[src/rtl/fb_pkg.sv]
package fb_pkg;

    //////////////////////////////////////////////////
    // basic widths
    //////////////////////////////////////////////////

    localparam int ADDR_W       = 28;           // memory address, pixel units
    localparam int PIX_W        = 16;           // rgb565 style pixel
    localparam int PIX_PER_WORD = 8;            // pixels per memory word
    localparam int WORD_W       = PIX_W * PIX_PER_WORD;
    localparam int LEN_W        = 8;            // burst length field
    localparam int SIZE_W       = 12;           // window width / height fields
    localparam int NUM_CH       = 4;            // video input channels

    typedef logic [ADDR_W-1:0] addr_t;
    typedef logic [PIX_W-1:0]  pix_t;
    typedef logic [WORD_W-1:0] word_t;          // first pixel in the low bits
    typedef logic [LEN_W-1:0]  len_t;           // burst length in words

    //////////////////////////////////////////////////
    // layout mode select, one-hot
    //////////////////////////////////////////////////

    typedef logic [4:0] mode_t;

    localparam mode_t MODE_QUAD    = 5'b10000;  // 2x2 mosaic
    localparam mode_t MODE_SINGLE0 = 5'b01000;  // ch0 full screen
    localparam mode_t MODE_SINGLE1 = 5'b00100;  // ch1 full screen
    localparam mode_t MODE_SINGLE2 = 5'b00010;  // ch2 full screen
    localparam mode_t MODE_SINGLE3 = 5'b00001;  // ch3 full screen

    //////////////////////////////////////////////////
    // bundled signals
    //////////////////////////////////////////////////

    // one video input channel, 18 bits
    typedef struct packed {
        logic fsync;                            // frame start
        logic en;                               // pixel valid
        pix_t data;
    } video_in_t;

    // placement of one channel in the frame, 53 bits
    typedef struct packed {
        logic              enable;              // channel takes video
        logic [SIZE_W-1:0] h_num;               // window width, pixels
        logic [SIZE_W-1:0] v_num;               // window height, lines
        addr_t             offset;              // window origin in memory
    } chan_layout_t;

    // write command to the memory controller, 36 bits
    typedef struct packed {
        addr_t addr;                            // first pixel of the burst
        len_t  len;                             // words in the burst
    } wr_cmd_t;

endpackage

[src/rtl/layout_decoder.sv]
module layout_decoder
    import fb_pkg::*;
#(
    parameter int H_ACT = 1280,                 // full frame width
    parameter int V_ACT = 720                   // full frame height
) (
    input  logic                       ddr_clk,
    input  logic                       ddr_rstn,
    input  mode_t                      mode,
    output chan_layout_t [NUM_CH-1:0]  layout
);

    localparam int    H_WIN     = H_ACT / 2;    // mosaic window width
    localparam int    V_WIN     = V_ACT / 2;    // mosaic window height
    localparam addr_t LOWER_OFS = addr_t'(V_WIN * H_ACT);   // start of lower half

    // full screen placement at the frame origin
    localparam chan_layout_t FULL_CH = '{
        enable : 1'b1,
        h_num  : SIZE_W'(H_ACT),
        v_num  : SIZE_W'(V_ACT),
        offset : '0
    };

    chan_layout_t [NUM_CH-1:0] layout_nxt;      // decoded placement

    always_comb begin
        layout_nxt = '0;                        // default all channels off
        case (mode)
            MODE_QUAD: begin
                for (int i = 0; i < NUM_CH; i++) begin
                    layout_nxt[i].enable = 1'b1;
                    layout_nxt[i].h_num  = SIZE_W'(H_WIN);
                    layout_nxt[i].v_num  = SIZE_W'(V_WIN);
                end
                layout_nxt[1].offset = addr_t'(H_WIN);              // top right
                layout_nxt[2].offset = LOWER_OFS;                   // bottom left
                layout_nxt[3].offset = LOWER_OFS + addr_t'(H_WIN);  // bottom right
            end
            MODE_SINGLE0: layout_nxt[0] = FULL_CH;
            MODE_SINGLE1: layout_nxt[1] = FULL_CH;
            MODE_SINGLE2: layout_nxt[2] = FULL_CH;
            MODE_SINGLE3: layout_nxt[3] = FULL_CH;
            default: ;                          // not one-hot, nothing enabled
        endcase
    end

    always_ff @(posedge ddr_clk) begin
        if (!ddr_rstn) begin
            layout <= '0;                       // every enable low after reset
        end else begin
            layout <= layout_nxt;               // valid one cycle after mode
        end
    end

endmodule

[src/rtl/channel_writer.sv]
module channel_writer
    import fb_pkg::*;
#(
    parameter int H_ACT       = 1280,           // frame line pitch
    parameter int BURST_WORDS = 4,              // words per burst
    parameter int FIFO_BURSTS = 2               // bursts held in the FIFO
) (
    input  logic         ddr_clk,
    input  logic         ddr_rstn,
    input  video_in_t    video,
    input  chan_layout_t layout,
    input  logic         wdata_req_ch,          // pop already gated by grant
    input  logic         wdone_ch,              // burst written
    output logic         wreq_ch,
    output wr_cmd_t      cmd_rel,               // address relative to window
    output word_t        wdata_ch               // FIFO head word
);

    localparam int DEPTH     = BURST_WORDS * FIFO_BURSTS;
    localparam int PTR_W     = (DEPTH > 1) ? $clog2(DEPTH) : 1;
    localparam int CNT_W     = $clog2(DEPTH + 1);
    localparam int BEAT_W    = (BURST_WORDS > 1) ? $clog2(BURST_WORDS) : 1;
    localparam int BCNT_W    = $clog2(FIFO_BURSTS + 1);
    localparam int PIX_IDX_W = $clog2(PIX_PER_WORD);
    localparam int LOW_W     = WORD_W - PIX_W;  // seven packed pixels
    localparam logic [SIZE_W-1:0] COL_STEP = SIZE_W'(BURST_WORDS * PIX_PER_WORD);

    logic                 clr;                  // fsync or channel off
    logic                 pix_ok;               // pixel accepted this cycle
    logic                 push;                 // eighth pixel completes a word
    logic                 pop;
    logic                 burst_in;             // last word of a burst stored
    logic                 retire;               // burst done frees its slot
    logic                 fifo_full;
    logic [PIX_IDX_W-1:0] pix_idx;              // slot of next pixel in word
    logic [LOW_W-1:0]     pack_q;               // first seven pixels of a word
    word_t                fifo_mem [DEPTH];
    logic [PTR_W-1:0]     wr_ptr;
    logic [PTR_W-1:0]     rd_ptr;
    logic [CNT_W-1:0]     fifo_cnt;             // words in FIFO
    logic [BEAT_W-1:0]    wr_beat;              // words stored in open burst
    logic [BCNT_W-1:0]    burst_cnt;            // whole bursts not yet retired
    logic                 sending;              // head burst on the bus
    logic [SIZE_W-1:0]    col_q;                // first column of next burst
    logic [SIZE_W-1:0]    line_q;               // line of next burst
    logic [SIZE_W-1:0]    col_nxt;
    logic                 col_wrap;
    logic                 line_wrap;

    //////////////////////////////////////////////////
    // pixel packing
    //////////////////////////////////////////////////

    assign clr       = video.fsync || !layout.enable;
    assign fifo_full = (fifo_cnt == CNT_W'(DEPTH));
    assign pix_ok    = video.en && !clr && !fifo_full;      // drop when full
    assign push      = pix_ok && (pix_idx == PIX_IDX_W'(PIX_PER_WORD - 1));

    always_ff @(posedge ddr_clk) begin
        if (pix_ok && !push) begin
            pack_q[pix_idx*PIX_W +: PIX_W] <= video.data;
        end
    end

    //////////////////////////////////////////////////
    // first-word-fall-through FIFO
    //////////////////////////////////////////////////

    assign pop      = wdata_req_ch && (fifo_cnt != '0);
    assign burst_in = push && (wr_beat == BEAT_W'(BURST_WORDS - 1));
    assign wdata_ch = fifo_mem[rd_ptr];         // head word always shown

    always_ff @(posedge ddr_clk) begin
        if (push) begin
            fifo_mem[wr_ptr] <= {video.data, pack_q};   // last pixel on top
        end
    end

    always_ff @(posedge ddr_clk) begin
        if (!ddr_rstn || clr) begin
            pix_idx  <= '0;
            wr_ptr   <= '0;
            rd_ptr   <= '0;
            fifo_cnt <= '0;
            wr_beat  <= '0;
        end else begin
            if (pix_ok) begin
                pix_idx <= push ? '0 : pix_idx + 1'b1;
            end
            if (push) begin
                wr_ptr  <= (wr_ptr == PTR_W'(DEPTH - 1)) ? '0 : wr_ptr + 1'b1;
                wr_beat <= burst_in ? '0 : wr_beat + 1'b1;
            end
            if (pop) begin
                rd_ptr <= (rd_ptr == PTR_W'(DEPTH - 1)) ? '0 : rd_ptr + 1'b1;
            end
            case ({push, pop})
                2'b10:   fifo_cnt <= fifo_cnt + 1'b1;
                2'b01:   fifo_cnt <= fifo_cnt - 1'b1;
                default: fifo_cnt <= fifo_cnt;  // idle or both
            endcase
        end
    end

    //////////////////////////////////////////////////
    // burst request and position
    //////////////////////////////////////////////////

    assign retire    = wdone_ch && sending;
    assign wreq_ch   = (burst_cnt != '0) && !sending;
    assign col_nxt   = col_q + COL_STEP;
    assign col_wrap  = (col_nxt >= layout.h_num);           // end of window line
    assign line_wrap = (line_q + 1'b1 >= layout.v_num);     // end of window

    always_ff @(posedge ddr_clk) begin
        if (!ddr_rstn || clr) begin
            burst_cnt <= '0;
            sending   <= 1'b0;
            col_q     <= '0;
            line_q    <= '0;
        end else begin
            case ({burst_in, retire})
                2'b10:   burst_cnt <= burst_cnt + 1'b1;
                2'b01:   burst_cnt <= burst_cnt - 1'b1;
                default: burst_cnt <= burst_cnt;
            endcase
            if (retire) begin
                sending <= 1'b0;
            end else if (wdata_req_ch && (burst_cnt != '0)) begin
                sending <= 1'b1;                // first beat taken
            end
            if (retire) begin
                col_q <= col_wrap ? '0 : col_nxt;
                if (col_wrap) begin
                    line_q <= line_wrap ? '0 : line_q + 1'b1;
                end
            end
        end
    end

    assign cmd_rel.addr = addr_t'(line_q) * addr_t'(H_ACT) + addr_t'(col_q);
    assign cmd_rel.len  = len_t'(BURST_WORDS);

endmodule

[src/rtl/write_arbiter.sv]
module write_arbiter
    import fb_pkg::*;
#(
    parameter int BURST_WORDS = 4               // beats per command
) (
    input  logic                   ddr_clk,
    input  logic                   ddr_rstn,
    input  logic    [NUM_CH-1:0]   wreq_ch,
    input  wr_cmd_t [NUM_CH-1:0]   cmd_rel,
    input  word_t   [NUM_CH-1:0]   wdata_ch,
    input  addr_t   [NUM_CH-1:0]   offset,      // window origin per channel
    input  logic                   wdata_req,   // from controller
    input  logic                   wdone,       // from controller
    output logic                   wreq,
    output wr_cmd_t                wcmd,
    output word_t                  wdata,
    output logic    [NUM_CH-1:0]   wdata_req_ch,
    output logic    [NUM_CH-1:0]   wdone_ch
);

    typedef enum logic {
        ARB_IDLE,
        ARB_BUSY
    } arb_state_t;

    localparam int BEAT_W = $clog2(BURST_WORDS + 1);

    arb_state_t        state_q;
    arb_state_t        state_nxt;
    logic [NUM_CH-1:0] grant_q;                 // one-hot winner
    logic [NUM_CH-1:0] pick;                    // lowest requester
    logic [BEAT_W-1:0] beat_cnt;                // words passed to winner
    logic              beat_ok;

    //////////////////////////////////////////////////
    // idle / busy FSM and grant
    //////////////////////////////////////////////////

    assign pick = wreq_ch & (~wreq_ch + 1'b1);  // isolate lowest set bit

    always_comb begin
        state_nxt = state_q;
        case (state_q)
            ARB_IDLE: if (|wreq_ch) state_nxt = ARB_BUSY;
            ARB_BUSY: if (wdone) state_nxt = ARB_IDLE;
            default:  state_nxt = ARB_IDLE;
        endcase
    end

    always_ff @(posedge ddr_clk) begin
        if (!ddr_rstn) begin
            state_q  <= ARB_IDLE;
            grant_q  <= '0;
            beat_cnt <= '0;
        end else begin
            state_q <= state_nxt;
            if (state_q == ARB_IDLE) begin
                grant_q  <= pick;               // same edge as busy entry
                beat_cnt <= '0;
            end else if (wdone) begin
                grant_q  <= '0;                 // free for next round
                beat_cnt <= '0;
            end else if (wdata_req && beat_ok) begin
                beat_cnt <= beat_cnt + 1'b1;
            end
        end
    end

    //////////////////////////////////////////////////
    // command mux and strobe return
    //////////////////////////////////////////////////

    assign beat_ok = (beat_cnt != BEAT_W'(BURST_WORDS));    // no pops past the burst

    always_comb begin
        wreq  = 1'b0;
        wcmd  = '0;
        wdata = '0;
        for (int i = 0; i < NUM_CH; i++) begin
            if (grant_q[i]) begin
                wreq      = wreq_ch[i];
                wcmd.addr = cmd_rel[i].addr + offset[i];    // place in window
                wcmd.len  = cmd_rel[i].len;
                wdata     = wdata_ch[i];
            end
        end
    end

    assign wdata_req_ch = grant_q & {NUM_CH{wdata_req & beat_ok}};  // winner only
    assign wdone_ch     = grant_q & {NUM_CH{wdone}};

endmodule

[src/rtl/frame_writer_top.sv]
module frame_writer_top
    import fb_pkg::*;
#(
    parameter int H_ACT       = 1280,           // frame width, pixels
    parameter int V_ACT       = 720,            // frame height, lines
    parameter int BURST_WORDS = 4,              // words per write burst
    parameter int FIFO_BURSTS = 2               // bursts buffered per channel
) (
    input  logic                    ddr_clk,
    input  logic                    ddr_rstn,
    input  mode_t                   mode,
    input  video_in_t [NUM_CH-1:0]  video_in,
    input  logic                    wdata_req,
    input  logic                    wdone,
    output logic                    wreq,
    output wr_cmd_t                 wcmd,
    output word_t                   wdata
);

    chan_layout_t [NUM_CH-1:0] layout;          // per channel placement
    addr_t        [NUM_CH-1:0] offset;          // window origins to arbiter
    logic         [NUM_CH-1:0] wreq_ch;
    wr_cmd_t      [NUM_CH-1:0] cmd_rel;         // window relative commands
    word_t        [NUM_CH-1:0] wdata_ch;        // FIFO head words
    logic         [NUM_CH-1:0] wdata_req_ch;
    logic         [NUM_CH-1:0] wdone_ch;

    //////////////////////////////////////////////////
    // placement
    //////////////////////////////////////////////////

    layout_decoder #(
        .H_ACT    (H_ACT),
        .V_ACT    (V_ACT)
    ) u_layout (
        .ddr_clk  (ddr_clk),
        .ddr_rstn (ddr_rstn),
        .mode     (mode),
        .layout   (layout)
    );

    //////////////////////////////////////////////////
    // per channel packing and bursts
    //////////////////////////////////////////////////

    for (genvar i = 0; i < NUM_CH; i++) begin : g_ch
        assign offset[i] = layout[i].offset;

        channel_writer #(
            .H_ACT        (H_ACT),
            .BURST_WORDS  (BURST_WORDS),
            .FIFO_BURSTS  (FIFO_BURSTS)
        ) u_chan (
            .ddr_clk      (ddr_clk),
            .ddr_rstn     (ddr_rstn),
            .video        (video_in[i]),
            .layout       (layout[i]),
            .wdata_req_ch (wdata_req_ch[i]),
            .wdone_ch     (wdone_ch[i]),
            .wreq_ch      (wreq_ch[i]),
            .cmd_rel      (cmd_rel[i]),
            .wdata_ch     (wdata_ch[i])
        );
    end

    //////////////////////////////////////////////////
    // shared write port
    //////////////////////////////////////////////////

    write_arbiter #(
        .BURST_WORDS  (BURST_WORDS)
    ) u_arb (
        .ddr_clk      (ddr_clk),
        .ddr_rstn     (ddr_rstn),
        .wreq_ch      (wreq_ch),
        .cmd_rel      (cmd_rel),
        .wdata_ch     (wdata_ch),
        .offset       (offset),
        .wdata_req    (wdata_req),
        .wdone        (wdone),
        .wreq         (wreq),
        .wcmd         (wcmd),
        .wdata        (wdata),
        .wdata_req_ch (wdata_req_ch),
        .wdone_ch     (wdone_ch)
    );

endmodule

[config.mk]
export PLATFORM = sky130hd
export DESIGN_NAME = frame_writer_top
export DESIGN_NICKNAME = d
export VERILOG_FILES = /design/src/rtl/fb_pkg.sv /design/src/rtl/layout_decoder.sv /design/src/rtl/channel_writer.sv /design/src/rtl/write_arbiter.sv /design/src/rtl/frame_writer_top.sv
export SDC_FILE = /design/constraint.sdc
export NUM_CORES = 2
export LEC_CHECK = 0
export BUFFER_PORTS_ARGS = -buffer_cell sky130_fd_sc_hd__buf_2
export CAP_MARGIN = 20
export CORE_UTILIZATION = 40
export DETAILED_ROUTE_END_ITERATION = 16
export PLACE_DENSITY = 0.53
export SYNTH_ARGS = -nofsm -noshare
export SYNTH_HDL_FRONTEND = slang
export SYNTH_HIERARCHICAL = 1
export SYNTH_SLANG_ARGS = --single-unit
[constraint.sdc]
create_clock -name ddr_clk -period 18.5 [get_ports ddr_clk]
set_input_delay 0.925 -clock ddr_clk [delete_from_list [all_inputs] [get_ports ddr_clk]]
set_output_delay 0.925 -clock ddr_clk [all_outputs]
set_load 0.005 [all_outputs]
==> impl_metrics.json <==
{
  "yosys_warnings": 6,
  "tns_ns": 0,
  "hold_path_class": "in2reg",
  "critPathRequiredTime_ns": 17.57,
  "hold_viol_final": 0,
  "antenna_found_initial": 114,
  "synth_largest_area_cell": "edfxtp_1",
  "drtPass1Iterations": 6,
  "io_pins": 246,
  "grt_pass1_vias": 101661,
  "synth.cell_area_um2": 197000,
  "cp_slowest_stage_delay_ns": 0.96,
  "cp_cell_sequence": "buf_4 -> buf_4 -> buf_4 -> buf_4 -> mux4_2 -> mux2_2 -> o21ai_0 -> o21ai_0 -> buf_2",
  "status": "finished clean",
  "die_y_um": 704,
  "leakage_uw": 0.0738,
  "async_flop_share_pct": 0,
  "grt_max_degree": 142,
  "route.detailed.drc": 0,
  "clockBufferDepth": 4,
  "die_area_um2": 495000,
  "die_w_um": 704,
  "synth_most_common_cell": "edfxtp_1",
  "drv_slew": 0,
  "synth_edf_count": 4544,
  "fmax_ghz": 0.130,
  "postSynthCellCount": 10588,
  "p_sw_uw": 4280,
  "cpMaxStageDelayCell": "buf_4",
  "final_layout_size_suffix_gt1_share_pct": 24.8,
  "ff2ff_path_depth": 9,
  "cts_hold_buf": 0,
  "clock_latency_ns": 1.05,
  "p_sw_share_pct": 20.0,
  "crit_path_start_kind": "register",
  "placed_area_um2": 205000,
  "cp.depth": 9,
  "track_usage_pct": 21.3,
  "postSynthAreaPerCell_um2": 18.6,
  "core_um2": 490000,
  "setup_viol": 0,
  "dp.cells": 16973,
  "overflow": 0,
  "critPathCaptureType": "primary output",
  "crit_family": "buffers and inverters",
  "syn_to_final_growth_pct": 12.2,
  "wl_per_cell_um": 29.8,
  "post-cts-setup-buffers": 0,
  "crit_top_cell": "buf_4",
  "relSlewSlack_pct": 16.9,
  "min_period_over_period_pct": 41.5,
  "cts_tree": "built",
  "rows": 257,
  "clk_pin_slew_worst_paths_ns": 0.07,
  "cts_buffers": 475,
  "power_uw": 21400,
  "critical_path.max_fanout": 68,
  "portBuffers": 244,
  "fin_skew_ns": 0.0855,
  "hpwl_um": 318000,
  "clock-sinks": 4724,
  "seqPwrFrac_pct": 54.1,
  "root_buffer": "clkbuf_16",
  "post_drt_via_cell_ratio": 5.61,
  "synth_top_area_share_pct": 69.3,
  "ys_types": 127,
  "irDropWorstVdd_v": 0.0000857,
  "yosys-top-cells-count": "edfxtp_1, mux4_2, mux2_2, and2_1, o21ai_0",
  "powerDensity_nw_per_um2": 96.7,
  "nNetsFinal": 11430,
  "grt_setup_unrepaired": "false",
  "dr.first_iter.drc_count": 10591,
  "cp.arrival_ns": 6.76,
  "worst-path-buf-inv": 5,
  "pwr-share-comb_pct": 1.0,
  "layout_min_cycle_time_ns": 7.68,
  "critical_path_class": "reg2out",
  "ctsResizeCount": 0,
  "wl_um": 535000,
  "max_cap_violations": 0,
  "grt_pass1_wl_um": 752000,
  "power.share.clock_pct": 44.9,
  "synth_flop_cell": "edfxtp_1",
  "synthTopCellsByArea": "edfxtp_1, mux4_2, mux2_2",
  "h-tree-depth": 5,
  "worst_pin_slew_ns": 1.23,
  "final_cells": 17944,
  "p_int_uw": 17100,
  "synth_sequential_area_ratio_pct": 71.1,
  "start_util_pct": 40.2,
  "route.vias.total": 100738,
  "postRouteAntennaNets": 0,
  "finalInstanceArea_um2": 221000,
  "place_congestion": 0.785,
  "synth_seq_cells": 4724,
  "hold-path-cell-count": 2
}
## final timing paths
path / from / end / slack (ns)
max: register / wdata[14] / 10.82
min: mode[0] / u_layout/layout[154]$_SDFF_PN0_ / 0.21
max reg2reg: g_ch[2].u_chan/pix_idx[0]$_SDFFE_PP0P_ / g_ch[2].u_chan/fifo_mem[5][13]$_DFFE_PP_ / 13.49
min reg2reg: g_ch[0].u_chan/wr_beat[1]$_SDFFE_PP0P_ / g_ch[0].u_chan/wr_beat[1]$_SDFFE_PP0P_ / 0.47
## sequential cells by signal, indices dropped and copies added (netlist names), 12 cells and up, named ones only
signal,cells
g_ch.u_chan/pix_idx,12
g_ch.u_chan/col_q,28
g_ch.u_chan/pack_q,448
u_layout/layout,12
g_ch.u_chan/fifo_cnt,16
g_ch.u_chan/line_q,48
g_ch.u_chan/rd_ptr,12
g_ch.u_chan/wr_ptr,12
g_ch.u_chan/fifo_mem,4096
## through the flow
stage                     worst slack (ns)  util, %  hold WS (ns)
after floorplan                       2.58        -         0.438
after detailed placement             11.75     41.9         0.459
final                                10.82     45.1         0.210
after global routing                 10.64     45.1         0.187
after CTS                            10.67     45.1         0.101
after global placement               11.79     41.9         0.446
## worst reg2reg max path, delay by kind of cell, from the launching register on
kind,cells,cell delay (ns)
buf+inv,4,2.36
simple gates,3,1.23
flops,1,0.57
fa+ha+maj,2,0.48
## power by group through the flow
stage,clock network [uW],logic (uW),registers [uW]
CTS,9770,214,11600
global route,10100,237,11600
detailed placement,0,213,11800
floorplan,0,130,11800
global placement,0,211,11800
finish,9590,221,11600
## layer usage
| metal | track usage [%] | vias up | wire length [um] |
|---|---|---|---|
| li1 | - | 42904 | - |
| met1 | 29.8 | 53887 | 227000 |
| met2 | 35.4 | 3355 | 260000 |
| met3 | 3.19 | 582 | 37300 |
| met4 | 4.51 | 10 | 10900 |
| met5 | 0 | - | 59 |
## logic make-up after synthesis
kind of cell / count (synthesis) / synth area share [%]
DFF: 4724 / 71.1
and+or+nand+nor: 1572 / 4.22
muxes: 1549 / 14.7
AOI/OAI and AO/OA: 1152 / 3.98
buffers and inverters: 969 / 2.47
adders and majority gates: 370 / 2.41
xor gates and xnor gates: 243 / 1.08
other: 9 / 0.0172
## cell usage in the layout (no fill, tap or decap), types with 224 or more instances in the layout
cell and count:
edfxtp_1 4544, mux4_2 1024, mux2_2 514, and2_1 485, clkbuf_16 480, o21ai_0 380, nand2_1 375, ha_1 354
buf_2 244, conb_1 224
## final cells by class
class / count / area, um2
antenna: 72 / 180
tap: 6475 / 8100
sequential: 4724 / 140000
multi-input combinational: 5110 / 53200
clock buffer: 585 / 12400
fill: 41723 / 269000
timing repair buffer: 458 / 3180
clock inverter: 310 / 3060
inverter: 210 / 793
Power figures use the tool's default switching activity.
